===== src/logic/lsu_cfg.svh =====
`ifndef LSU_CFG_SVH
`define LSU_CFG_SVH

// Datapath width of the core
`define LSU_XLEN 32

`define LSU_DEPTH 4       // Entries between issue and the memory port
`define LSU_MEM_WORDS 256 // Depth of the data RAM in words

// RV32 funct3 codes for loads and stores
`define LSU_SIZE_B  3'd0
`define LSU_SIZE_H  3'd1
`define LSU_SIZE_W  3'd2
`define LSU_SIZE_BU 3'd4
`define LSU_SIZE_HU 3'd5

`endif


===== src/logic/lsu_pkg.sv =====
`include "lsu_cfg.svh"

package lsu_pkg;

    typedef logic [`LSU_XLEN-1:0]   word_t;
    typedef logic [`LSU_XLEN-1:0]   addr_t;
    typedef logic [2:0]             funct3_t;
    typedef logic [`LSU_XLEN/8-1:0] strb_t;

    // Operation as it arrives from the pipeline
    typedef struct packed {
        logic    is_store;
        funct3_t size;
        addr_t   base;
        addr_t   offset;
        word_t   wdata;
    } lsu_req_t;

    typedef struct packed {
        logic    is_store;
        logic    fault;    // Misaligned, never reaches the RAM
        funct3_t size;
        addr_t   addr;     // Effective byte address
        word_t   wdata;
    } lsu_entry_t;

    typedef struct packed {
        logic  fault;
        addr_t addr;
        word_t data;
    } lsu_resp_t;

    typedef enum logic [1:0] {IDLE, WAIT, WAIT2} port_state_e;

endpackage


===== src/logic/lsu_req_fifo.sv =====
`timescale 1ns/1ps
`include "lsu_cfg.svh"

module lsu_req_fifo (
    input  logic                clk_in,
    input  logic                rst_in,
    input  logic                push,
    input  lsu_pkg::lsu_entry_t wr_entry,
    output logic                full,
    input  logic                pop,
    output lsu_pkg::lsu_entry_t head,
    output logic                empty
);
    localparam int PTR_W = (`LSU_DEPTH > 1) ? $clog2(`LSU_DEPTH) : 1;
    localparam int CNT_W = $clog2(`LSU_DEPTH + 1);

    lsu_pkg::lsu_entry_t mem [`LSU_DEPTH];
    logic [PTR_W-1:0]    wr_ptr;
    logic [PTR_W-1:0]    rd_ptr;
    logic [CNT_W-1:0]    count;
    logic                do_push;
    logic                do_pop;

    // Wraps by hand so the depth need not be a power of two
    function automatic logic [PTR_W-1:0] next_ptr(input logic [PTR_W-1:0] p);
        return (p == PTR_W'(`LSU_DEPTH - 1)) ? '0 : p + 1'b1;
    endfunction

    assign full = (count == CNT_W'(`LSU_DEPTH));
    assign empty = (count == '0);
    assign do_push = push && !full;
    assign do_pop = pop && !empty;
    assign head = mem[rd_ptr];

    always_ff @(posedge clk_in) begin
        if (rst_in) begin
            wr_ptr <= '0;
            rd_ptr <= '0;
            count <= '0;
        end else begin
            if (do_push) wr_ptr <= next_ptr(wr_ptr);
            if (do_pop) rd_ptr <= next_ptr(rd_ptr);
            count <= count + CNT_W'(do_push) - CNT_W'(do_pop);
        end
    end

    always_ff @(posedge clk_in) begin
        if (do_push) begin
            mem[wr_ptr] <= wr_entry;
        end
    end
endmodule


===== config.mk =====
export PLATFORM = sky130hd
export DESIGN_NAME = lsu_req_fifo
export DESIGN_NICKNAME = d
export VERILOG_FILES = /design/src/logic/lsu_pkg.sv /design/src/logic/lsu_req_fifo.sv
export VERILOG_INCLUDE_DIRS = /design/src /design/src/logic
export SDC_FILE = /design/constraint.sdc
export NUM_CORES = 1
export LEC_CHECK = 0
export BUFFER_PORTS_ARGS = -buffer_cell sky130_fd_sc_hd__buf_2
export CAP_MARGIN = 20
export CORE_ASPECT_RATIO = 1.5
export CORE_MARGIN = 2
export CORE_UTILIZATION = 50
export CTS_BUF_LIST = sky130_fd_sc_hd__clkbuf_8
export CTS_CLUSTER_SIZE = 30
export DETAILED_ROUTE_END_ITERATION = 8
export PLACE_DENSITY = 0.71
export SYNTH_ARGS = -nofsm -noshare
export SYNTH_HDL_FRONTEND = slang
export SYNTH_SLANG_ARGS = --single-unit

===== constraint.sdc =====
create_clock -name clk_in -period 2.36 [get_ports clk_in]
set_input_delay 0.118 -clock clk_in [delete_from_list [all_inputs] [get_ports clk_in]]
set_output_delay 0.118 -clock clk_in [all_outputs]
set_load 0.01 [all_outputs]

==> impl_metrics.yaml <==
outcome:
  run_status: "finished clean"
critical_path:
  worst-endpoint-required_ns: 2.24
  critical_path.reg2reg.endpoint: "count[1]$_SDFF_PP0_"
  timing.critical_path.cells: "buf_12, mux4_2, buf_2"
  reg2reg_slack_ns: 0.24
  r2r_start: "count[2]$_SDFF_PP0_"
  slowest_stage: "sky130_fd_sc_hd__mux4_2"
  worstRegToRegCells: 8
  cp.buffers_inverters: 2
  setup.worst_path.start_class: "flop"
  worst_ep_arrival_time_ns: 2.07
  setup.worst_path.end_class: "output port"
  crit_type: "reg -> out"
  critical-path-top-delay-family: "multiplexers"
  worst-path-max-fanout: 33
  worst_path_largest_cell_delay_ns: 0.57
  timing.critical_path.depth: 3
grt:
  grt_max_degree: 36
  global_route.usage.met3_pct: 2.78
  met1_usage_pct: 21.6
  total_congestion_overflow: 0
  grt_pass1_wl_um: 29300
  grt_antenna_before_repair: 2
  grt.busiest_layer: "met2"
  met2_demand_to_capacity_share_in_global_routing_pct: 31.6
  grt.total_usage_pct: 17.6
  grt_pass1_vias: 5434
synthesis:
  yosys.cell_count.top_type: "sky130_fd_sc_hd__edfxtp_1"
  yosys_reg_bits: 285
  synth_edf_count: 276
  synth_largest_type_area_fraction_pct: 79.5
  synth_top_flop_cell: "sky130_fd_sc_hd__edfxtp_1"
  synthCells: 411
  yosysWarnings: 0
  ys_types: 24
  async_flop_share_pct: 0
  ys_top_cells_by_count: "sky130_fd_sc_hd__edfxtp_1, sky130_fd_sc_hd__mux4_2, sky130_fd_sc_hd__dfxtp_1"
  seq_area_frac_synth_pct: 81.2
  netlist_area_mm2: 0.0104
  yosysTopAreaCell: "sky130_fd_sc_hd__edfxtp_1"
  synthesis.nets: 492
  top_post_synthesis_cells_by_area: "sky130_fd_sc_hd__edfxtp_1, sky130_fd_sc_hd__mux4_2, sky130_fd_sc_hd__dfxtp_1, sky130_fd_sc_hd__ha_1, sky130_fd_sc_hd__buf_6"
  syn-mean-instance-area_um2: 25.4
power:
  power_density_mw_per_mm2: 953
  worst_ir_drop_vdd_uv: 659
  p_leak_nw: 4.51
  power.total_mw: 12.4
route:
  detail-route-antenna-nets: 0
  detail_route.first_pass.iterations: 4
  drc_errors: 0
  post_drt_wl_per_cell_um: 19.9
  via_per_inst: 5.22
  detail_route.wirelength_um: 19000
  detailroute.via_count: 5007
  drt_iter0_drc: 284
sta:
  fin_ws_ns: 0.170
  max_freq_ghz: 0.457
  final-setup-viol-count: 0
  worst-slew-pin-transition_ns: 0.523
  timing.final.crit_period_ns: 2.19
  timing.final.crit_share_pct: 92.8
  timing_hold_violations_final: 0
  setup-tns-final_ns: 0
  final.setup_skew_ns: 0.0181
  hold_slack_ns: 0.114
  rsz_0062_raised_after_global_routing: "false"
  finalMaxSlewViolations: 0
  timing.slew.headroom_pct: 65.1
clock_network:
  cts_max_path_buffers: 3
  clkSinkCount: 285
  clock_buffer_count_from_cts: 40
  cts.reportedPaths.clkPinSlew_ns: 0.06
  cts_tree: "built"
  clock_latency_ns: 0.51
  ctsResizeCount: 0
  post_cts.repair.setup_buffers: 0
  cts.htree.levels: 2
  root_cell_of_the_clock_tree: "sky130_fd_sc_hd__clkbuf_8"
worst_hold_path:
  hp-start: "pop"
  hold-path-cell-count: 5
  min_path_type: "in -> reg"
floorplan:
  starting_utilization_of_the_core_area_pct: 51.1
  core_area_mm2: 0.0204
  dieArea_mm2: 0.0220
  die_width_um: 122
  ios: 144
  die-height_um: 181
  rows: 64
layout:
  nets: 746
  fin_cells: 959
  areaGrowthSynthToFinish_pct: 25.2
  layout-drive-gt1-share_pct: 41.0
placement:
  dpl.hpwl_um: 11600
  io_buffers: 143
  numPlacedInstances: 815
  dp_worst_slack_ns: 0.234
  finalWeightedCongestion: 0.757
flow_run:
  max_cap_check_violation_count: 0
-- state kept, by name, summed over array words and instances (netlist names), named ones only --
| signal | count |
|---|---|
| mem | 276 |
| count | 3 |
| wr_ptr | 2 |
| rd_ptr | 2 |
-- power breakdown --
part           switching, mW  internal (mW)  leakage (nW)  total (mW)
sequential             0.192           6.11          2.60        6.31
combinational           1.31           1.31          1.49        2.62
clock                   1.64           1.87         0.423        3.51
total                   3.14           9.29          4.51        12.4
-- metal layers --
layer  part of all wire, %  vias up
met5                     0        -
met4                   2.1        0
met3                   3.9       29
met2                    55      138
met1                    39     2576
li1                      -     2264
-- layout by cell type, fill, tap and decap left out, drive strengths merged --
| master | n |
|---|---|
| nor2b | 2 |
| dfxtp | 9 |
| nand3 | 2 |
| nor2 | 2 |
| diode | 2 |
| o31ai | 2 |
| nor3 | 2 |
| dlygate4sd3 | 72 |
| inv | 20 |
| a21oi | 2 |
| ha | 7 |
| mux2i | 1 |
| or3b | 1 |
| xnor2 | 2 |
| or3 | 1 |
| clkinvlp | 2 |
| fa | 1 |
| edfxtp | 276 |
| nand2 | 1 |
| clkinv | 12 |
| buf | 157 |
| and3 | 4 |
| a21o | 1 |
| clkbuf | 42 |
| bufinv | 2 |
| and2 | 1 |
| mux4 | 69 |
-- kinds of logic (layout without fill, tap and decap cells) --
group,after synthesis,in the layout,share of synthesized area (%)
DFF,285,285,81.2
muxes,70,70,15.0
buffers and inverters,25,307,1.28
and+or+nand+nor,16,16,0.936
adders and majority gates,8,8,1.03
AOI/OAI and AO/OA,5,5,0.360
xor gates and xnor gates,2,2,0.168
other,0,2,0
-- repair_timing --
item,in CTS,in global routing
hold endpoints to repair,285,0
hold buffers,72,0
endpoints found under the setup margin,0,0
-- worst register-to-register path, stage by stage (launching register included) --
cell and delay (ns):
sky130_fd_sc_hd__dfxtp_1 0.39, sky130_fd_sc_hd__or3b_1 0.39, sky130_fd_sc_hd__and2_4 0.18, sky130_fd_sc_hd__inv_1 0.05, sky130_fd_sc_hd__ha_1 0.22, sky130_fd_sc_hd__inv_1 0.06
sky130_fd_sc_hd__ha_1 0.17, sky130_fd_sc_hd__fa_1 0.41, sky130_fd_sc_hd__nor2b_1 0.14
-- cell type report --
| class | count | area (um2) |
|---|---|---|
| Antenna cell | 2 | 5.00 |
| Multi-Input combinational cell | 101 | 1840 |
| Clock buffer | 42 | 578 |
| Inverter | 8 | 30.0 |
| Sequential cell | 285 | 8480 |
| Fill cell | 1363 | 7360 |
| Clock inverter | 28 | 170 |
| Tap cell | 264 | 330 |
| Timing Repair Buffer | 229 | 1630 |
-- worst max path at each step --
stage,end
finish,head[32]
global route,head[61]
CTS,head[5]
detailed placement,count[1]$_SDFF_PP0_
global placement,count[1]$_SDFF_PP0_
floorplan,count[1]$_SDFF_PP0_
-- stage by stage --
stage          area, um2  utilization, %
3_5_place_dp       11600            56.7
2_1_floorplan      10400               -
6_report           13100            63.9
4_1_cts            13100            63.9
3_3_place_gp       11600            56.7
5_1_grt            13100            63.9
Power figures use the tool's default switching activity.
