===== src/logic/lsu_cfg.svh =====
`ifndef LSU_CFG_SVH
`define LSU_CFG_SVH

// Datapath width of the core
`define LSU_XLEN 32

`define LSU_DEPTH 4       // Entries between issue and the memory port
`define LSU_MEM_WORDS 256 // Depth of the data RAM in words

// RV32 funct3 codes for loads and stores
`define LSU_SIZE_B  3'd0
`define LSU_SIZE_H  3'd1
`define LSU_SIZE_W  3'd2
`define LSU_SIZE_BU 3'd4
`define LSU_SIZE_HU 3'd5

`endif


===== src/logic/lsu_pkg.sv =====
`include "lsu_cfg.svh"

package lsu_pkg;

    typedef logic [`LSU_XLEN-1:0]   word_t;
    typedef logic [`LSU_XLEN-1:0]   addr_t;
    typedef logic [2:0]             funct3_t;
    typedef logic [`LSU_XLEN/8-1:0] strb_t;

    // Operation as it arrives from the pipeline
    typedef struct packed {
        logic    is_store;
        funct3_t size;
        addr_t   base;
        addr_t   offset;
        word_t   wdata;
    } lsu_req_t;

    typedef struct packed {
        logic    is_store;
        logic    fault;    // Misaligned, never reaches the RAM
        funct3_t size;
        addr_t   addr;     // Effective byte address
        word_t   wdata;
    } lsu_entry_t;

    typedef struct packed {
        logic  fault;
        addr_t addr;
        word_t data;
    } lsu_resp_t;

    typedef enum logic [1:0] {IDLE, WAIT, WAIT2} port_state_e;

endpackage


===== src/logic/dcache_port.sv =====
`timescale 1ns/1ps
`include "lsu_cfg.svh"

module dcache_port (
    input  logic                clk_in,
    input  logic                rst_in,
    input  lsu_pkg::lsu_entry_t head,
    input  logic                empty,
    output logic                pop,
    output lsu_pkg::addr_t      mem_addr,
    output lsu_pkg::word_t      mem_wdata,
    output lsu_pkg::strb_t      mem_strb,
    input  lsu_pkg::word_t      mem_rdata,
    output logic                resp_valid,
    output lsu_pkg::lsu_resp_t  resp
);
    lsu_pkg::port_state_e state;
    lsu_pkg::addr_t       word_idx;
    lsu_pkg::addr_t       tag_addr;
    lsu_pkg::word_t       tag_data;
    lsu_pkg::word_t       load_word;
    logic                 tag_valid;
    logic                 tag_hit;
    logic                 is_load;
    logic                 do_store;

    // Picks the addressed byte or half out of a word and extends it
    function automatic lsu_pkg::word_t load_extend(input lsu_pkg::word_t w,
                                                   input lsu_pkg::funct3_t sz,
                                                   input logic [1:0] ofs);
        logic [7:0]  b;
        logic [15:0] h;
        b = w[{ofs, 3'b000} +: 8];
        h = ofs[1] ? w[31:16] : w[15:0];
        case (sz)
            `LSU_SIZE_B:  return {{24{b[7]}}, b};
            `LSU_SIZE_BU: return {24'b0, b};
            `LSU_SIZE_H:  return {{16{h[15]}}, h};
            `LSU_SIZE_HU: return {16'b0, h};
            `LSU_SIZE_W:  return w;
            default:      return '0;
        endcase
    endfunction

    assign word_idx = {2'b00, head.addr[`LSU_XLEN-1:2]};
    assign mem_addr = word_idx; // Held steady while a miss waits
    assign is_load = !empty && !head.is_store && !head.fault;
    assign do_store = (state == lsu_pkg::IDLE) && !empty && head.is_store && !head.fault;
    assign tag_hit = tag_valid && (tag_addr == word_idx);
    assign load_word = (state == lsu_pkg::WAIT2) ? mem_rdata : tag_data;

    // Stores, faults and hits leave at once, misses leave from WAIT2
    always_comb begin
        if (state == lsu_pkg::WAIT2) begin
            pop = 1'b1;
        end else if (state == lsu_pkg::IDLE && !empty) begin
            pop = head.is_store || head.fault || tag_hit;
        end else begin
            pop = 1'b0;
        end
    end

    always_comb begin
        mem_wdata = head.wdata;
        mem_strb = '0;
        if (do_store) begin
            case (head.size)
                `LSU_SIZE_B: begin
                    mem_wdata = {4{head.wdata[7:0]}};
                    mem_strb = 4'b0001 << head.addr[1:0];
                end
                `LSU_SIZE_H: begin
                    mem_wdata = {2{head.wdata[15:0]}};
                    mem_strb = head.addr[1] ? 4'b1100 : 4'b0011;
                end
                `LSU_SIZE_W: mem_strb = 4'b1111;
                default:     mem_strb = '0; // Unknown size codes write nothing
            endcase
        end
    end

    always_ff @(posedge clk_in) begin
        if (rst_in) begin
            state <= lsu_pkg::IDLE;
        end else begin
            case (state)
                lsu_pkg::IDLE: if (is_load && !tag_hit) state <= lsu_pkg::WAIT;
                lsu_pkg::WAIT: state <= lsu_pkg::WAIT2;
                default:       state <= lsu_pkg::IDLE;
            endcase
        end
    end

    always_ff @(posedge clk_in) begin
        if (rst_in) begin
            tag_valid <= 1'b0;
        end else if (pop && head.is_store) begin
            tag_valid <= 1'b0; // Any store may change the tagged word
        end else if (state == lsu_pkg::WAIT2) begin
            tag_valid <= 1'b1;
        end
    end

    always_ff @(posedge clk_in) begin
        if (state == lsu_pkg::WAIT2) begin
            tag_addr <= word_idx;
            tag_data <= mem_rdata;
        end
    end

    always_ff @(posedge clk_in) begin
        if (rst_in) begin
            resp_valid <= 1'b0;
        end else begin
            resp_valid <= pop && (head.fault || !head.is_store);
        end
    end

    always_ff @(posedge clk_in) begin
        if (pop) begin
            resp.fault <= head.fault;
            resp.addr <= head.addr;
            resp.data <= head.fault ? '0 : load_extend(load_word, head.size, head.addr[1:0]);
        end
    end
endmodule


===== config.mk =====
export PLATFORM = sky130hd
export DESIGN_NAME = dcache_port
export DESIGN_NICKNAME = d
export VERILOG_FILES = /design/src/logic/lsu_pkg.sv /design/src/logic/dcache_port.sv
export VERILOG_INCLUDE_DIRS = /design/src /design/src/logic
export SDC_FILE = /design/constraint.sdc
export NUM_CORES = 1
export LEC_CHECK = 0
export BUFFER_PORTS_ARGS = -buffer_cell sky130_fd_sc_hd__buf_2
export CORE_MARGIN = 4
export CORE_UTILIZATION = 44
export CTS_CLUSTER_SIZE = 12
export DETAILED_ROUTE_END_ITERATION = 16
export GPL_ROUTABILITY_DRIVEN = 0
export GPL_TIMING_DRIVEN = 0
export MAX_ROUTING_LAYER = met4
export PLACE_DENSITY = 0.77
export SYNTH_ARGS = -nofsm -noshare
export SYNTH_HDL_FRONTEND = slang
export SYNTH_SLANG_ARGS = --single-unit
export TNS_END_PERCENT = 1

===== constraint.sdc =====
create_clock -name clk_in -period 4.3 [get_ports clk_in]
set_clock_uncertainty 0.05 [all_clocks]
set_input_delay 0 -clock clk_in [delete_from_list [all_inputs] [get_ports clk_in]]
set_output_delay 0 -clock clk_in [all_outputs]
set_load 0.01 [all_outputs]

==> results.py <==
metrics = {
    "status": {
        "status": "complete, no violations",
    },
    "timing": {
        "finalCriticalPeriod_ns": 2.93,
        "tightest_slew_ns": 0.901,
        "maxSlewHeadroom_pct": 39.4,
        "rsz0062_at_grt": "false",
        "setup_slack_ns": 1.37,
        "setup_viol": 0,
        "finalCritPeriodShare_pct": 68.2,
        "hold_viol": 0,
        "maxSlewViolCount": 0,
        "timing.fmax_ghz": 0.341,
    },
    "pwr": {
        "power.density_mw_per_mm2": 415,
        "max-vdd-ir-drop_mv": 0.253,
        "power.leakage_nw": 3.96,
    },
    "cells_and_area": {
        "seqCellArea_mm2": 0.00357,
        "instances_no_fill": 991,
        "drive_gt1_share_pct": 41.7,
        "area_growth_pct": 47.7,
        "n_fill_cell": 916,
        "multi_input_area_mm2": 0.00184,
        "nets": 908,
    },
    "floorplanning": {
        "die_y_um": 124,
        "initial_utilization_pct": 45.7,
        "core_mm2": 0.0129,
        "placementRows": 41,
        "io_pins": 239,
        "die_area_mm2": 0.0153,
        "die_w_um": 124,
    },
    "worst_setup_path": {
        "r2r_slack_ns": 1.58,
        "r2r-start": "state[0]",
        "path_class": "reg2out",
        "cp_cell_sequence": "xnor2_1, nand4_1, nor4_1, nand4_1, a21oi_4, buf_16, buf_16, buf_2",
        "crit_end": "pop",
        "r2r_cells": 8,
        "crit_fanout": 24,
        "arrival_ns": 2.88,
        "crit_path_start_kind": "flip-flop",
        "r2r-end": "resp[21]",
        "required_ns": 4.25,
        "cpMaxStageDelayCell": "a21oi_4",
        "critPathCaptureType": "output port",
        "startpoint": "tag_addr[2]",
        "slowest_delay_ns": 0.44,
    },
    "synthesis": {
        "synth_warnings": 0,
        "synthMostInstantiatedCell": "edfxtp_1",
        "synth_common_cells": "edfxtp_1, nor2_1, buf_4",
        "seq_area_frac_synth_pct": 60.7,
        "ys.flop_type": "edfxtp_1",
        "avgSynthCellArea_um2": 12.3,
        "synth_area_leaders": "edfxtp_1, dfxtp_1, mux2i_1, buf_4, nor2_1",
        "synth_top_area_cell": "edfxtp_1",
        "ys_seq_elements": 131,
        "synth.distinct_cells": 39,
        "synth-edff-count": 95,
        "syn_inst": 477,
        "synth_top_area_share_pct": 48.5,
        "netlist_area_mm2": 0.00589,
        "synth-async-reset-ratio_pct": 0,
    },
    "hold_path": {
        "hold_depth": 3,
        "min-delay-start": "head[66]",
        "holdCritPathClass": "in2reg",
    },
    "clock_network": {
        "ctsResizeCount": 0,
        "clock_latency_ns": 0.42,
        "cts_tree": "done",
        "clk_pin_slew_ns": 0.06,
        "root_buffer": "clkbuf_16",
        "cts.sinks": 131,
        "clockBufferDepth": 2,
        "post_cts_buffers": 0,
        "htreeDepth": 4,
        "numCtsBuffers": 17,
    },
    "drt": {
        "drc": 0,
        "wl_per_cell_um": 16.8,
        "drt_iter0_drc": 386,
        "route.vias.total": 4873,
        "ant_nets": 0,
        "first_pass_iters": 5,
        "wirelength_um": 16700,
        "viasPerCell": 4.92,
    },
    "grt": {
        "grt_pass1_wl_um": 24900,
        "grt_pass1_vias": 4932,
        "antenna_found_initial": 1,
        "grtUsageTotal_pct": 22.1,
        "overflow": 0,
        "grt_max_degree": 40,
    },
    "placement": {
        "dp_cells": 887,
        "place.detailed.hpwl_um": 11400,
        "post-place-ws_ns": 1.53,
        "portBuffers": 234,
    },
    "run": {
        "cap_violations": 0,
    },
}
-- worst max-delay path: cells and delay by family (launching register included) --
| kind | cells | cell delay (ns) |
|---|---|---|
| AOI/OAI and AO/OA | 1 | 0.44 |
| xor gates and xnor gates | 1 | 0.21 |
| buffers and inverters | 3 | 0.57 |
| DFF | 1 | 0.38 |
| and+or+nand+nor | 3 | 0.87 |
-- registers in the layout, indices dropped and copies added (netlist names) --
name / cells
resp: 65
tag_valid: 1
tag_data: 32
tag_addr: 30
resp_valid: 1
state: 2
-- what timing repair did --
action	in CTS	in global routing
hold buffers	70	0
hold endpoints to repair	100	0
setup endpoints to repair	0	0
-- worst min-delay path by stage --
stage / endpoint / slack, ns
after floorplan: tag_valid / 0.02
after global placement: resp[33] / 0.15
after detailed placement: resp[33] / 0.15
after CTS: resp[17] / 0.14
after global routing: resp[17] / 0.15
final: resp[17] / 0.14
-- power breakdown --
part | total [W] | internal (W) | switching (W) | leakage (nW)
combinational | 0.000590 | 0.000274 | 0.000316 | 2.46
sequential | 0.00153 | 0.00149 | 0.0000385 | 1.21
clock | 0.00149 | 0.000938 | 0.000550 | 0.296
-- metrics by stage --
stage	cell area (um2)	TNS (ns)	util, %	power (W)	hold slack (ns)
4_1_cts	8690	0	67.5	0.00362	0.144
2_1_floorplan	5890	0	-	0.00185	0.0224
3_5_place_dp	7370	0	57.2	0.00207	0.151
5_1_grt	8690	0	67.5	0.00375	0.152
3_3_place_gp	7280	-19.58	56.5	0.00204	0.148
6_report	8690	0	67.5	0.00361	0.143
-- area by class of cell --
class | count | area share, %
Sequential cell | 131 | 41.1
Buffer | 60 | 4.53
Inverter | 25 | 1.08
Tap cell | 172 | 2.48
Multi-Input combinational cell | 262 | 21.2
Clock inverter | 13 | 2.00
Timing Repair Buffer | 307 | 22.5
Antenna cell | 2 | 0.0576
Clock buffer | 19 | 5.10
-- cells by family after synthesis --
family | Yosys count | share of synthesized area (%)
DFF | 131 | 60.7
muxes | 60 | 11.3
and+or+nand+nor | 110 | 8.52
other | 1 | 0.0637
xor gates and xnor gates | 30 | 4.46
buffers and inverters | 85 | 8.29
AOI/OAI and AO/OA | 60 | 6.61
-- cells in the final DEF, fill, tap and decap left out, types with 16 or more instances in the layout --
master / n
inv_1: 24
buf_4: 40
nand2_1: 23
mux2i_1: 37
mux2_2: 19
edfxtp_1: 95
clkbuf_16: 17
nor2_1: 58
a21oi_1: 19
xnor2_1: 19
dlygate4sd3_1: 70
o21a_1: 16
dfxtp_1: 36
buf_2: 237
-- per-layer routing --
| metal | GRT usage, % | up-vias | wire length (um) |
|---|---|---|---|
| li1 | - | 2303 | - |
| met1 | 25.2 | 2287 | 6590 |
| met2 | 37.1 | 243 | 8480 |
| met3 | 4.95 | 40 | 1100 |
| met4 | 10.6 | 0 | 528 |
| met5 | - | - | 0 |
(Power assumes the default switching activity.)
