[src/logic/lsu_cfg.svh]
`ifndef LSU_CFG_SVH
`define LSU_CFG_SVH

// Datapath width of the core
`define LSU_XLEN 32

`define LSU_DEPTH 4       // Entries between issue and the memory port
`define LSU_MEM_WORDS 256 // Depth of the data RAM in words

// RV32 funct3 codes for loads and stores
`define LSU_SIZE_B  3'd0
`define LSU_SIZE_H  3'd1
`define LSU_SIZE_W  3'd2
`define LSU_SIZE_BU 3'd4
`define LSU_SIZE_HU 3'd5

`endif

[src/logic/lsu_pkg.sv]
`include "lsu_cfg.svh"

package lsu_pkg;

    typedef logic [`LSU_XLEN-1:0]   word_t;
    typedef logic [`LSU_XLEN-1:0]   addr_t;
    typedef logic [2:0]             funct3_t;
    typedef logic [`LSU_XLEN/8-1:0] strb_t;

    // Operation as it arrives from the pipeline
    typedef struct packed {
        logic    is_store;
        funct3_t size;
        addr_t   base;
        addr_t   offset;
        word_t   wdata;
    } lsu_req_t;

    typedef struct packed {
        logic    is_store;
        logic    fault;    // Misaligned, never reaches the RAM
        funct3_t size;
        addr_t   addr;     // Effective byte address
        word_t   wdata;
    } lsu_entry_t;

    typedef struct packed {
        logic  fault;
        addr_t addr;
        word_t data;
    } lsu_resp_t;

    typedef enum logic [1:0] {IDLE, WAIT, WAIT2} port_state_e;

endpackage

[src/logic/lsu_issue.sv]
`timescale 1ns/1ps
`include "lsu_cfg.svh"

module lsu_issue (
    input  logic                clk_in,
    input  logic                rst_in,
    input  logic                req_valid,
    input  lsu_pkg::lsu_req_t   req,
    output logic                req_ready,
    input  logic                full,
    output logic                push,
    output lsu_pkg::lsu_entry_t entry
);
    lsu_pkg::addr_t eff_addr;
    logic           misaligned;
    logic           out_valid;
    logic           accept;

    assign eff_addr = req.base + req.offset;
    assign accept = req_valid && req_ready;

    // Halves need an even address and words need a multiple of four
    always_comb begin
        case (req.size)
            `LSU_SIZE_H, `LSU_SIZE_HU: misaligned = eff_addr[0];
            `LSU_SIZE_W:               misaligned = |eff_addr[1:0];
            default:                   misaligned = 1'b0;
        endcase
    end

    assign push = out_valid && !full;
    assign req_ready = !out_valid || push; // Slot frees as its entry moves on

    always_ff @(posedge clk_in) begin
        if (rst_in) begin
            out_valid <= 1'b0;
        end else if (accept) begin
            out_valid <= 1'b1;
        end else if (push) begin
            out_valid <= 1'b0;
        end
    end

    always_ff @(posedge clk_in) begin
        if (accept) begin
            entry.is_store <= req.is_store;
            entry.fault <= misaligned;
            entry.size <= req.size;
            entry.addr <= eff_addr;
            entry.wdata <= req.wdata;
        end
    end
endmodule

[config.mk]
export PLATFORM = sky130hd
export DESIGN_NAME = lsu_issue
export DESIGN_NICKNAME = d
export VERILOG_FILES = /design/src/logic/lsu_pkg.sv /design/src/logic/lsu_issue.sv
export VERILOG_INCLUDE_DIRS = /design/src /design/src/logic
export SDC_FILE = /design/constraint.sdc
export NUM_CORES = 1
export LEC_CHECK = 0
export BUFFER_PORTS_ARGS = -buffer_cell sky130_fd_sc_hd__buf_2
export CAP_MARGIN = 20
export CORE_MARGIN = 2
export CORE_UTILIZATION = 30
export DETAILED_ROUTE_END_ITERATION = 7
export HOLD_SLACK_MARGIN = 0.1
export SLEW_MARGIN = 20
export SYNTH_ARGS = -nofsm -noshare
export SYNTH_HDL_FRONTEND = slang
export SYNTH_SLANG_ARGS = --single-unit
export TNS_END_PERCENT = 1
[constraint.sdc]
create_clock -name clk_in -period 5.5 [get_ports clk_in]
set_clock_uncertainty 0.1 [all_clocks]
set_input_delay 1.65 -clock clk_in [delete_from_list [all_inputs] [get_ports clk_in]]
set_output_delay 1.65 -clock clk_in [all_outputs]
set_load 0.01 [all_outputs]
==> flow_metrics.env, run 1 <==
export IMPL_powerDensity_nw_per_um2=322
export IMPL_post_dp_cell_area_um2=4930
export IMPL_syn_nets=456
export IMPL_run_status="finished, final reports clean"
export IMPL_vias=3211
export IMPL_die_y_um=118
export IMPL_final_cell_mix="buf_2, edfxtp_1, ha_1, a21oi_1, nand2_1"
export IMPL_synth_edf_count=69
export IMPL_peakVddDrop_mv=0.108
export IMPL_intPower_mw=1.29
export IMPL_areaGrowthSynthToFinish_pct=36.2
export IMPL_power_frac_comb_pct=20.5
export IMPL_antenna_left=0
export IMPL_synth_cell_types=52
export IMPL_netlist_area_um2=3880
export IMPL_mostFrequentLayoutCell="buf_2"
export IMPL_p_switching_mw=0.411
export IMPL_seqPwrFrac_pct=39.1
export IMPL_vias_per_cell=4.79
export IMPL_die_w_um=118
export IMPL_io_pins=175
export IMPL_cp_max_fo=4
export IMPL_leakage_nw=2.36
export IMPL_clkTransAtPathRegs_ns=0.05
export IMPL_hp_start="out_valid"
export IMPL_min_period_over_period_pct=70.7
export IMPL_start_kind="input pin"
export IMPL_yosysSeqAreaShare_pct=53.8
export IMPL_placement_rows=41
export IMPL_routed_wl_mm=9.59
export IMPL_syn_area_per_cell_um2=12.1
export IMPL_worst_skew_pair_late_latency_ns=0.32
export IMPL_track_usage_pct=13.8
export IMPL_clk_path_buf_depth=2
export IMPL_drv_cap=0
export IMPL_clock_root_buffer="clkbuf_16"
export IMPL_final_cell_area_um2=5290
export IMPL_crit_type="input pin to flop"
export IMPL_cts_hold_buffers=0
export IMPL_synthFlopType="edfxtp_1"
export IMPL_rsz0062_at_grt="false"
export IMPL_numCtsBuffers=9
export IMPL_synth_cells=320
export IMPL_grt_antenna_before_repair=0
export IMPL_cts_setup_buffers=0
export IMPL_grt_ovfl_total=0
export IMPL_tightest_slew_ns=0.888
export IMPL_drv_slew=0
export IMPL_coreArea_um2=12600
export IMPL_grt_use_met2_pct=23.8
export IMPL_firstDrtPassIters=4
export IMPL_drive_above_1_share_pct=39.9
export IMPL_swShare_pct=24.2
export IMPL_reg2reg_from="out_valid"
export IMPL_use_met1_pct=16.7
export IMPL_slowest_stage="fa_1"
export IMPL_grt_max_degree=70
export IMPL_numPortBuffers=174
export IMPL_drc=0
export IMPL_start_util_pct=30.8
export IMPL_p_clk_share_pct=40.4
export IMPL_grt_pass1_vias=3147
export IMPL_cp_cell_sequence="buf_2, ha_1, fa_1, a21o_1, a31o_2, nand3_1, o221ai_1, a31oi_1, a21oi_1, o311ai_1"
export IMPL_hpwl_mm=7.74
export IMPL_holdCritPathClass="flop to flop"
export IMPL_clkSinkCount=70
export IMPL_setup_slack_ns=1.61
export IMPL_wl_per_cell_um=14.3
export IMPL_fmax_mhz=257
export IMPL_post_route_min_period_ns=3.89
export IMPL_nets=630
export IMPL_crit_arrival_ns=3.87
export IMPL_setup_viol_count_final=0
export IMPL_place_worst_setup_slack_ns=1.29
export IMPL_startpoint="req[32]"
export IMPL_cts_resized=0
export IMPL_crit_required_ns=5.48
export IMPL_gp_congestion=0.867
export IMPL_fp_dieArea_um2=13900
export IMPL_busiest_layer="met2"
export IMPL_slew_headroom_pct=40.8
export IMPL_h_tree_depth=3
export IMPL_drtIter0Drc=152
export IMPL_diodes=0
export IMPL_fin_setup_tns_ns=0
export IMPL_synth_seq_cells=70
export IMPL_nFillCells=1234
export IMPL_cts_tree="built"
export IMPL_grt_met3_usage_pct=3.05
export IMPL_async_reset_ff_share_pct=0
export IMPL_endpoint_kind="flop"
export IMPL_grt_pass1_wl_mm=15.4
export IMPL_hold_viol_final=0
export IMPL_slowest_delay_ns=0.41
export IMPL_ys_warn_count=0
[final timing paths]
check | depth (start not counted) | slack, ns | to
min reg2reg | 2 | 0.43 | out_valid
min | 2 | 0.43 | out_valid
max reg2reg | 2 | 3.87 | entry[46]
max | 10 | 1.61 | entry[62]
[cell families after synthesis]
family	synth area share [%]
xor+xnor	6.31
simple gates	9.21
compound gates	17.9
buf+inv	1.71
fa+ha+maj	10.5
flops	53.8
mux	0.515
[area by class of cell]
cell class | count | area [µm²] | share of cell area (%)
Clock inverter | 7 | 136 | 2.58
Clock buffer | 9 | 225 | 4.26
Inverter | 6 | 22.5 | 0.426
Tap cell | 172 | 215 | 4.07
Multi-Input combinational cell | 233 | 1730 | 32.7
Timing Repair Buffer | 174 | 871 | 16.5
Sequential cell | 70 | 2090 | 39.5
[state kept, by name, summed over array words and instances (netlist names)]
name,flops
entry,69
out_valid,1
[worst max-delay path, delay by kind of cell]
kind / cells / cell delay (ns)
compound gates: 6 / 1.37
simple gates: 1 / 0.10
fa+ha+maj: 2 / 0.64
buf+inv: 1 / 0.10
[power by group through the flow]
stage / registers, mW / clock network (mW) / logic, mW
2_1_floorplan: 0.705 / 0 / 0.189
3_3_place_gp: 0.677 / 0 / 0.346
3_5_place_dp: 0.677 / 0 / 0.350
4_1_cts: 0.666 / 0.705 / 0.352
5_1_grt: 0.670 / 0.729 / 0.387
6_report: 0.666 / 0.687 / 0.349
[synth_stat cells (3+ instances only)]
cell type   n  area share [%]
nand2_1    20             1.9
a211oi_1    3            0.58
a21o_1     19             3.7
xnor2_1    13             2.9
nand4_1     8             1.3
inv_1       6            0.58
nor2_1     13             1.3
nand3_1    10             1.3
o21ai_0    14             1.8
xor2_1     15             3.4
ha_1       31              10
a31oi_1     3            0.48
edfxtp_1   69              53
clkbuf_1    8            0.77
o211ai_1    3            0.58
nor3_1      4            0.52
a21oi_1    30             3.9
o21bai_1    4            0.77
or2_2       3            0.48
[per-stage QoR]
stage | cells | hold WS [ns] | power (mW) | util [%]
floorplan | 320 | 0.365 | 0.894 | -
global placement | 655 | 0.389 | 1.02 | 39.1
detailed placement | 655 | 0.430 | 1.03 | 39.1
CTS | 671 | 0.444 | 1.72 | 41.9
global route | 671 | 0.495 | 1.79 | 41.9
finish | 671 | 0.427 | 1.70 | 41.9
[per-layer routing]
layer	routed length, µm	part of all wire, %
met3	473	4.9
met2	4810	50
met4	236	2.5
met5	0	0
met1	4060	42
(Power assumes the default switching activity.)
==> run 2, diff against run 1 <==
==> constraint.sdc (replaced) <==
create_clock -name clk_in -period 3.9 [get_ports clk_in]
set_clock_uncertainty 0.1 [all_clocks]
set_input_delay 1.17 -clock clk_in [delete_from_list [all_inputs] [get_ports clk_in]]
set_output_delay 1.17 -clock clk_in [all_outputs]
set_load 0.01 [all_outputs]
==> flow_metrics.env, run 2 (synthesis results as in run 1) <==
export IMPL_start_util_pct=30.8
export IMPL_drive_above_1_share_pct=40.8
export IMPL_crit_required_ns=3.87
export IMPL_die_w_um=118
export IMPL_hp_start="out_valid"
export IMPL_rsz0062_at_grt="false"
export IMPL_min_period_over_period_pct=86.7
export IMPL_grt_ovfl_total=0
export IMPL_cts_tree="built"
export IMPL_clkTransAtPathRegs_ns=0.06
export IMPL_grt_antenna_before_repair=0
export IMPL_grt_pass1_vias=3170
export IMPL_fp_dieArea_um2=13900
export IMPL_cts_hold_buffers=0
export IMPL_diodes=0
export IMPL_run_status="finished, final reports clean"
export IMPL_grt_use_met2_pct=24.7
export IMPL_post_dp_cell_area_um2=4960
export IMPL_gp_congestion=0.902
export IMPL_final_cell_mix="buf_2, edfxtp_1, ha_1, a21oi_1, nand2_1"
export IMPL_slowest_delay_ns=0.41
export IMPL_placedCellCount=659
export IMPL_clk_path_buf_depth=2
export IMPL_mostFrequentLayoutCell="buf_2"
export IMPL_firstDrtPassIters=4
export IMPL_fmax_mhz=296
export IMPL_drc=0
export IMPL_h_tree_depth=3
export IMPL_clock_root_buffer="clkbuf_16"
export IMPL_drv_cap=0
export IMPL_use_met1_pct=17.3
export IMPL_startpoint="req[32]"
export IMPL_powerDensity_nw_per_um2=428
export IMPL_clkSinkCount=70
export IMPL_layout_cells_non_filler=675
export IMPL_die_y_um=118
export IMPL_crit_type="input pin to flop"
export IMPL_cp_cell_sequence="buf_2, ha_1, fa_1, a21o_1, a31o_2, nand4_1, a21oi_1, a21oi_1, o21ai_0, xor2_1"
export IMPL_cts_setup_buffers=0
export IMPL_fin_setup_tns_ns=0
export IMPL_grt_max_degree=70
export IMPL_cts_resized=0
export IMPL_cp_max_fo=4
export IMPL_setup_viol_count_final=0
export IMPL_path_common_cell="a21oi_1"
export IMPL_vias=3235
export IMPL_crit_arrival_ns=3.35
export IMPL_busiest_layer="met2"
export IMPL_areaGrowthSynthToFinish_pct=35.4
export IMPL_coreArea_um2=12600
export IMPL_io_pins=175
export IMPL_final_cell_area_um2=5260
export IMPL_tightest_slew_ns=0.908
export IMPL_drtIter0Drc=199
export IMPL_grt_met3_usage_pct=2.52
export IMPL_endpoint_kind="flop"
export IMPL_nets=634
export IMPL_drv_slew=0
export IMPL_top_register="entry"
export IMPL_routed_wl_mm=10.0
export IMPL_vias_per_cell=4.79
export IMPL_hold_viol_final=0
export IMPL_start_kind="input pin"
export IMPL_reg_top3="entry (69), out_valid (1)"
export IMPL_slew_headroom_pct=39.5
export IMPL_antenna_left=0
export IMPL_seq_area_um2=2090
export IMPL_largest_register_ffs=69
export IMPL_numCtsBuffers=9
export IMPL_nFillCells=1246
export IMPL_wl_per_cell_um=14.8
export IMPL_numPortBuffers=174
export IMPL_post_route_min_period_ns=3.38
export IMPL_peakVddDrop_mv=0.173
export IMPL_multi_input_area_um2=1730
export IMPL_grt_pass1_wl_mm=15.9
export IMPL_worst_skew_pair_late_latency_ns=0.32
export IMPL_reg2reg_from="out_valid"
export IMPL_hpwl_mm=7.96
export IMPL_leakage_nw=2.35
export IMPL_track_usage_pct=14.4
export IMPL_holdCritPathClass="flop to flop"
export IMPL_placement_rows=41
export IMPL_slowest_stage="fa_1"
run 2: cell types whose count changed in the layout (fill, tap and decap cells not counted), sizes merged:
cell / change
clkinvlp: +1
inv: +1
bufinv: -3
clkinv: +1
buf: +4
run 2: routing by layer:
layer  vias up  wire length, µm
met3        22              549
met2       122             4970
met1      1497             4190
li1       1594                -
met4         0              306
met5         -                0
run 2: layout make-up:
class	count	area share [%]
clock buffer	9	4.28
clock inverter	7	1.40
inverter	6	0.428
multi-input combinational	233	32.9
sequential	70	39.8
tap	172	4.09
timing repair buffer	178	17.1
run 2: critical path, delay by kind of cell:
family	cells	cell delay, ns
compound gates	5	1.13
fa+ha+maj	2	0.64
xor+xnor	1	0.16
simple gates	1	0.12
buf+inv	1	0.10
run 2: worst paths after layout:
check | endpoint | slack [ns] | depth (start not counted)
hold reg to reg | out_valid | 0.43 | 2
hold / removal | out_valid | 0.43 | 2
setup / recovery | entry[60] | 0.52 | 10
setup reg to reg | entry[58] | 2.25 | 2
run 2: power by group:
| part | leakage, nW | total [mW] | switching, mW | internal [mW] |
|---|---|---|---|---|
| combinational | 1.52 | 0.501 | 0.284 | 0.217 |
| sequential | 0.676 | 0.941 | 0.0184 | 0.923 |
| clock | 0.146 | 0.810 | 0.313 | 0.497 |
| total | 2.35 | 2.25 | 0.615 | 1.64 |
run 2: through the flow:
step                hold slack [ns]  setup WS [ns]  total power [mW]  utilization, %
finish                        0.426          0.519              2.25            41.7
global route                  0.481          0.423              2.36            41.7
CTS                           0.433          0.548              2.28            41.7
detailed placement            0.418          0.193              1.46            39.3
global placement              0.389          0.210              1.45            39.3
floorplan                     0.365          0.427              1.26               -
==> run 3, diff against run 2 <==
--- a/config.mk
+++ b/config.mk
@@ -6,6 +6,7 @@
 export SDC_FILE = /design/constraint.sdc
 export NUM_CORES = 1
 export LEC_CHECK = 0
+export ABC_AREA = 1
 export BUFFER_PORTS_ARGS = -buffer_cell sky130_fd_sc_hd__buf_2
 export CAP_MARGIN = 20
 export CORE_MARGIN = 2
==> flow_metrics.env, run 3 <==
export IMPL_reg2reg_from="out_valid"
export IMPL_post_route_min_period_ns=2.78
export IMPL_synth_area_leader_cell="edfxtp_1"
export IMPL_clk_path_buf_depth=2
export IMPL_grt_ovfl_total=0
export IMPL_vias=4046
export IMPL_hpwl_mm=9.58
export IMPL_die_y_um=127
export IMPL_slowest_delay_ns=0.13
export IMPL_hold_viol_final=0
export IMPL_fmax_mhz=359
export IMPL_numCtsBuffers=9
export IMPL_cp_cell_sequence="buf_2, nor2_1, buf_2"
export IMPL_critPathTopFamily="buffers and inverters"
export IMPL_gp_congestion=0.887
export IMPL_drc=0
export IMPL_synth_seq_cells=70
export IMPL_cts_setup_buffers=0
export IMPL_run_status="finished, final reports clean"
export IMPL_p_switching_mw=0.690
export IMPL_seqPwrFrac_pct=39.2
export IMPL_fin_setup_tns_ns=0
export IMPL_synth_edf_count=69
export IMPL_crit_arrival_ns=1.51
export IMPL_drive_above_1_share_pct=28.7
export IMPL_die_w_um=127
export IMPL_drtIter0Drc=177
export IMPL_reg2regPathDepth=2
export IMPL_holdCritPathClass="flop to flop"
export IMPL_netlist_area_um2=4530
export IMPL_min_period_over_period_pct=71.4
export IMPL_synth_top_area_share_pct=45.8
export IMPL_fp_dieArea_um2=16100
export IMPL_crit_required_ns=2.63
export IMPL_endpoint_kind="primary output"
export IMPL_grt_antenna_before_repair=0
export IMPL_syn_nets=711
export IMPL_slew_headroom_pct=67.9
export IMPL_grt_max_degree=38
export IMPL_clock_root_buffer="clkbuf_16"
export IMPL_placement_rows=44
export IMPL_slowest_stage="buf_2"
export IMPL_holdPathStages=2
export IMPL_numPortBuffers=174
export IMPL_synth_cell_types=23
export IMPL_drv_slew=0
export IMPL_peakVddDrop_mv=0.245
export IMPL_routed_wl_mm=11.8
export IMPL_synthFlopType="edfxtp_1"
export IMPL_nets=898
export IMPL_intPower_mw=1.69
export IMPL_r2r_end="entry[50]"
export IMPL_synthTopCellsByCount="nand2_1, inv_1, edfxtp_1"
export IMPL_antenna_left=0
export IMPL_final_cell_mix="nand2_1, buf_2, inv_1, edfxtp_1, nor2_1"
export IMPL_mostFrequentLayoutCell="nand2_1"
export IMPL_leakage_nw=3.28
export IMPL_coreArea_um2=14600
export IMPL_areaGrowthSynthToFinish_pct=32.2
export IMPL_path_common_cell="buf_2"
export IMPL_io_pins=175
export IMPL_clkSinkCount=70
export IMPL_firstDrtPassIters=4
export IMPL_clkTransAtPathRegs_ns=0.06
export IMPL_setup_viol_count_final=0
export IMPL_worst_skew_pair_late_latency_ns=0.33
export IMPL_syn_area_per_cell_um2=7.87
export IMPL_h_tree_depth=3
export IMPL_hp_start="out_valid"
export IMPL_vias_per_cell=4.25
export IMPL_yosysMostFrequentCell="nand2_1"
export IMPL_reg2reg_slack_ns=2.52
export IMPL_diodes=0
export IMPL_top_register="entry"
export IMPL_ys_warn_count=0
export IMPL_rsz0062_at_grt="false"
export IMPL_largest_register_ffs=69
export IMPL_whs_endpoint="out_valid"
export IMPL_nFillCells=1532
export IMPL_yosysSeqAreaShare_pct=46.2
export IMPL_grt_pass1_wl_mm=18.6
export IMPL_grt_pass1_vias=3888
export IMPL_hold_slack_ns=0.427
export IMPL_start_util_pct=30.9
export IMPL_wl_per_cell_um=12.4
export IMPL_p_clk_share_pct=38.2
export IMPL_power_frac_comb_pct=22.6
export IMPL_cts_resized=0
export IMPL_crit_buf_inv=2
export IMPL_cts_hold_buffers=0
export IMPL_cts_tree="built"
export IMPL_track_usage_pct=14.8
export IMPL_start_kind="input pin"
export IMPL_cp_max_fo=3
export IMPL_powerDensity_nw_per_um2=398
export IMPL_async_reset_ff_share_pct=0
export IMPL_synth_cells=575
export IMPL_reg_top3="entry (69), out_valid (1)"
export IMPL_drv_cap=0
export IMPL_swShare_pct=29.0
export IMPL_tightest_slew_ns=0.481
export IMPL_synth_top_cells_by_area="edfxtp_1, nand2_1, inv_1"
export IMPL_crit_type="input pin to primary output"
[run 3: worst max-delay path by stage]
stage | from | depth (start not counted) | to
3_5_place_dp | req[32] | 13 | entry[52]
6_report | full | 3 | push
2_1_floorplan | req_valid | 2 | entry[0]
3_3_place_gp | req[32] | 13 | entry[60]
4_1_cts | full | 3 | push
5_1_grt | req[32] | 13 | entry[52]
[run 3: per-stage QoR]
step / setup WS, ns / power, mW / instance area [µm²] / std cells / utilization (%)
2_1_floorplan: 0.281 / 1.29 / 4530 / 575 / -
3_3_place_gp: 0.830 / 1.49 / 5650 / 935 / 38.6
3_5_place_dp: 0.786 / 1.49 / 5650 / 935 / 38.6
4_1_cts: 1.11 / 2.42 / 5980 / 951 / 40.8
5_1_grt: 1.00 / 2.52 / 5980 / 951 / 40.8
6_report: 1.12 / 2.38 / 5980 / 951 / 40.8
[run 3: metal layers]
layer / routed length (µm) / part of all wire (%) / vias to the layer above / global-route usage [%]
li1: - / - / 2165 / -
met4: 212 / 1.8 / 0 / 6.53
met2: 5430 / 46 / 109 / 24.4
met3: 694 / 5.9 / 11 / 3.54
met5: 0 / 0 / - / 0
met1: 5420 / 46 / 1761 / 18.3
[run 3: power by group through the flow]
stage               sequential [mW]  clock, mW  combinational, mW
global placement              0.950          0              0.539
floorplan                     0.988          0              0.298
finish                        0.934      0.911              0.537
global route                  0.940      0.965              0.611
detailed placement            0.949          0              0.541
CTS                           0.935      0.939              0.544
[run 3: cell families (layout without fill, tap and decap cells)]
group	after synthesis	in the layout	synth area share, %
simple gates	316	316	28.9
xor+xnor	16	16	3.10
flops	70	70	46.2
compound gates	26	26	3.21
buf+inv	115	307	9.54
fa+ha+maj	32	32	9.01
[run 3: layout make-up]
cell class | count | area (µm²) | area share [%]
repair buffers | 176 | 886 | 14.8
inverters | 115 | 432 | 7.22
multi-input cells | 390 | 2010 | 33.7
flip-flops and latches | 70 | 2090 | 35.0
well taps | 184 | 230 | 3.85
clock buffers | 9 | 225 | 3.77
clock inverters | 7 | 103 | 1.72
[run 3: worst min-delay path, cell delays in order (launching register included)]
cell and delay [ns]:
dfxtp_1 0.34, nand2_1 0.08, a21oi_1 0.06
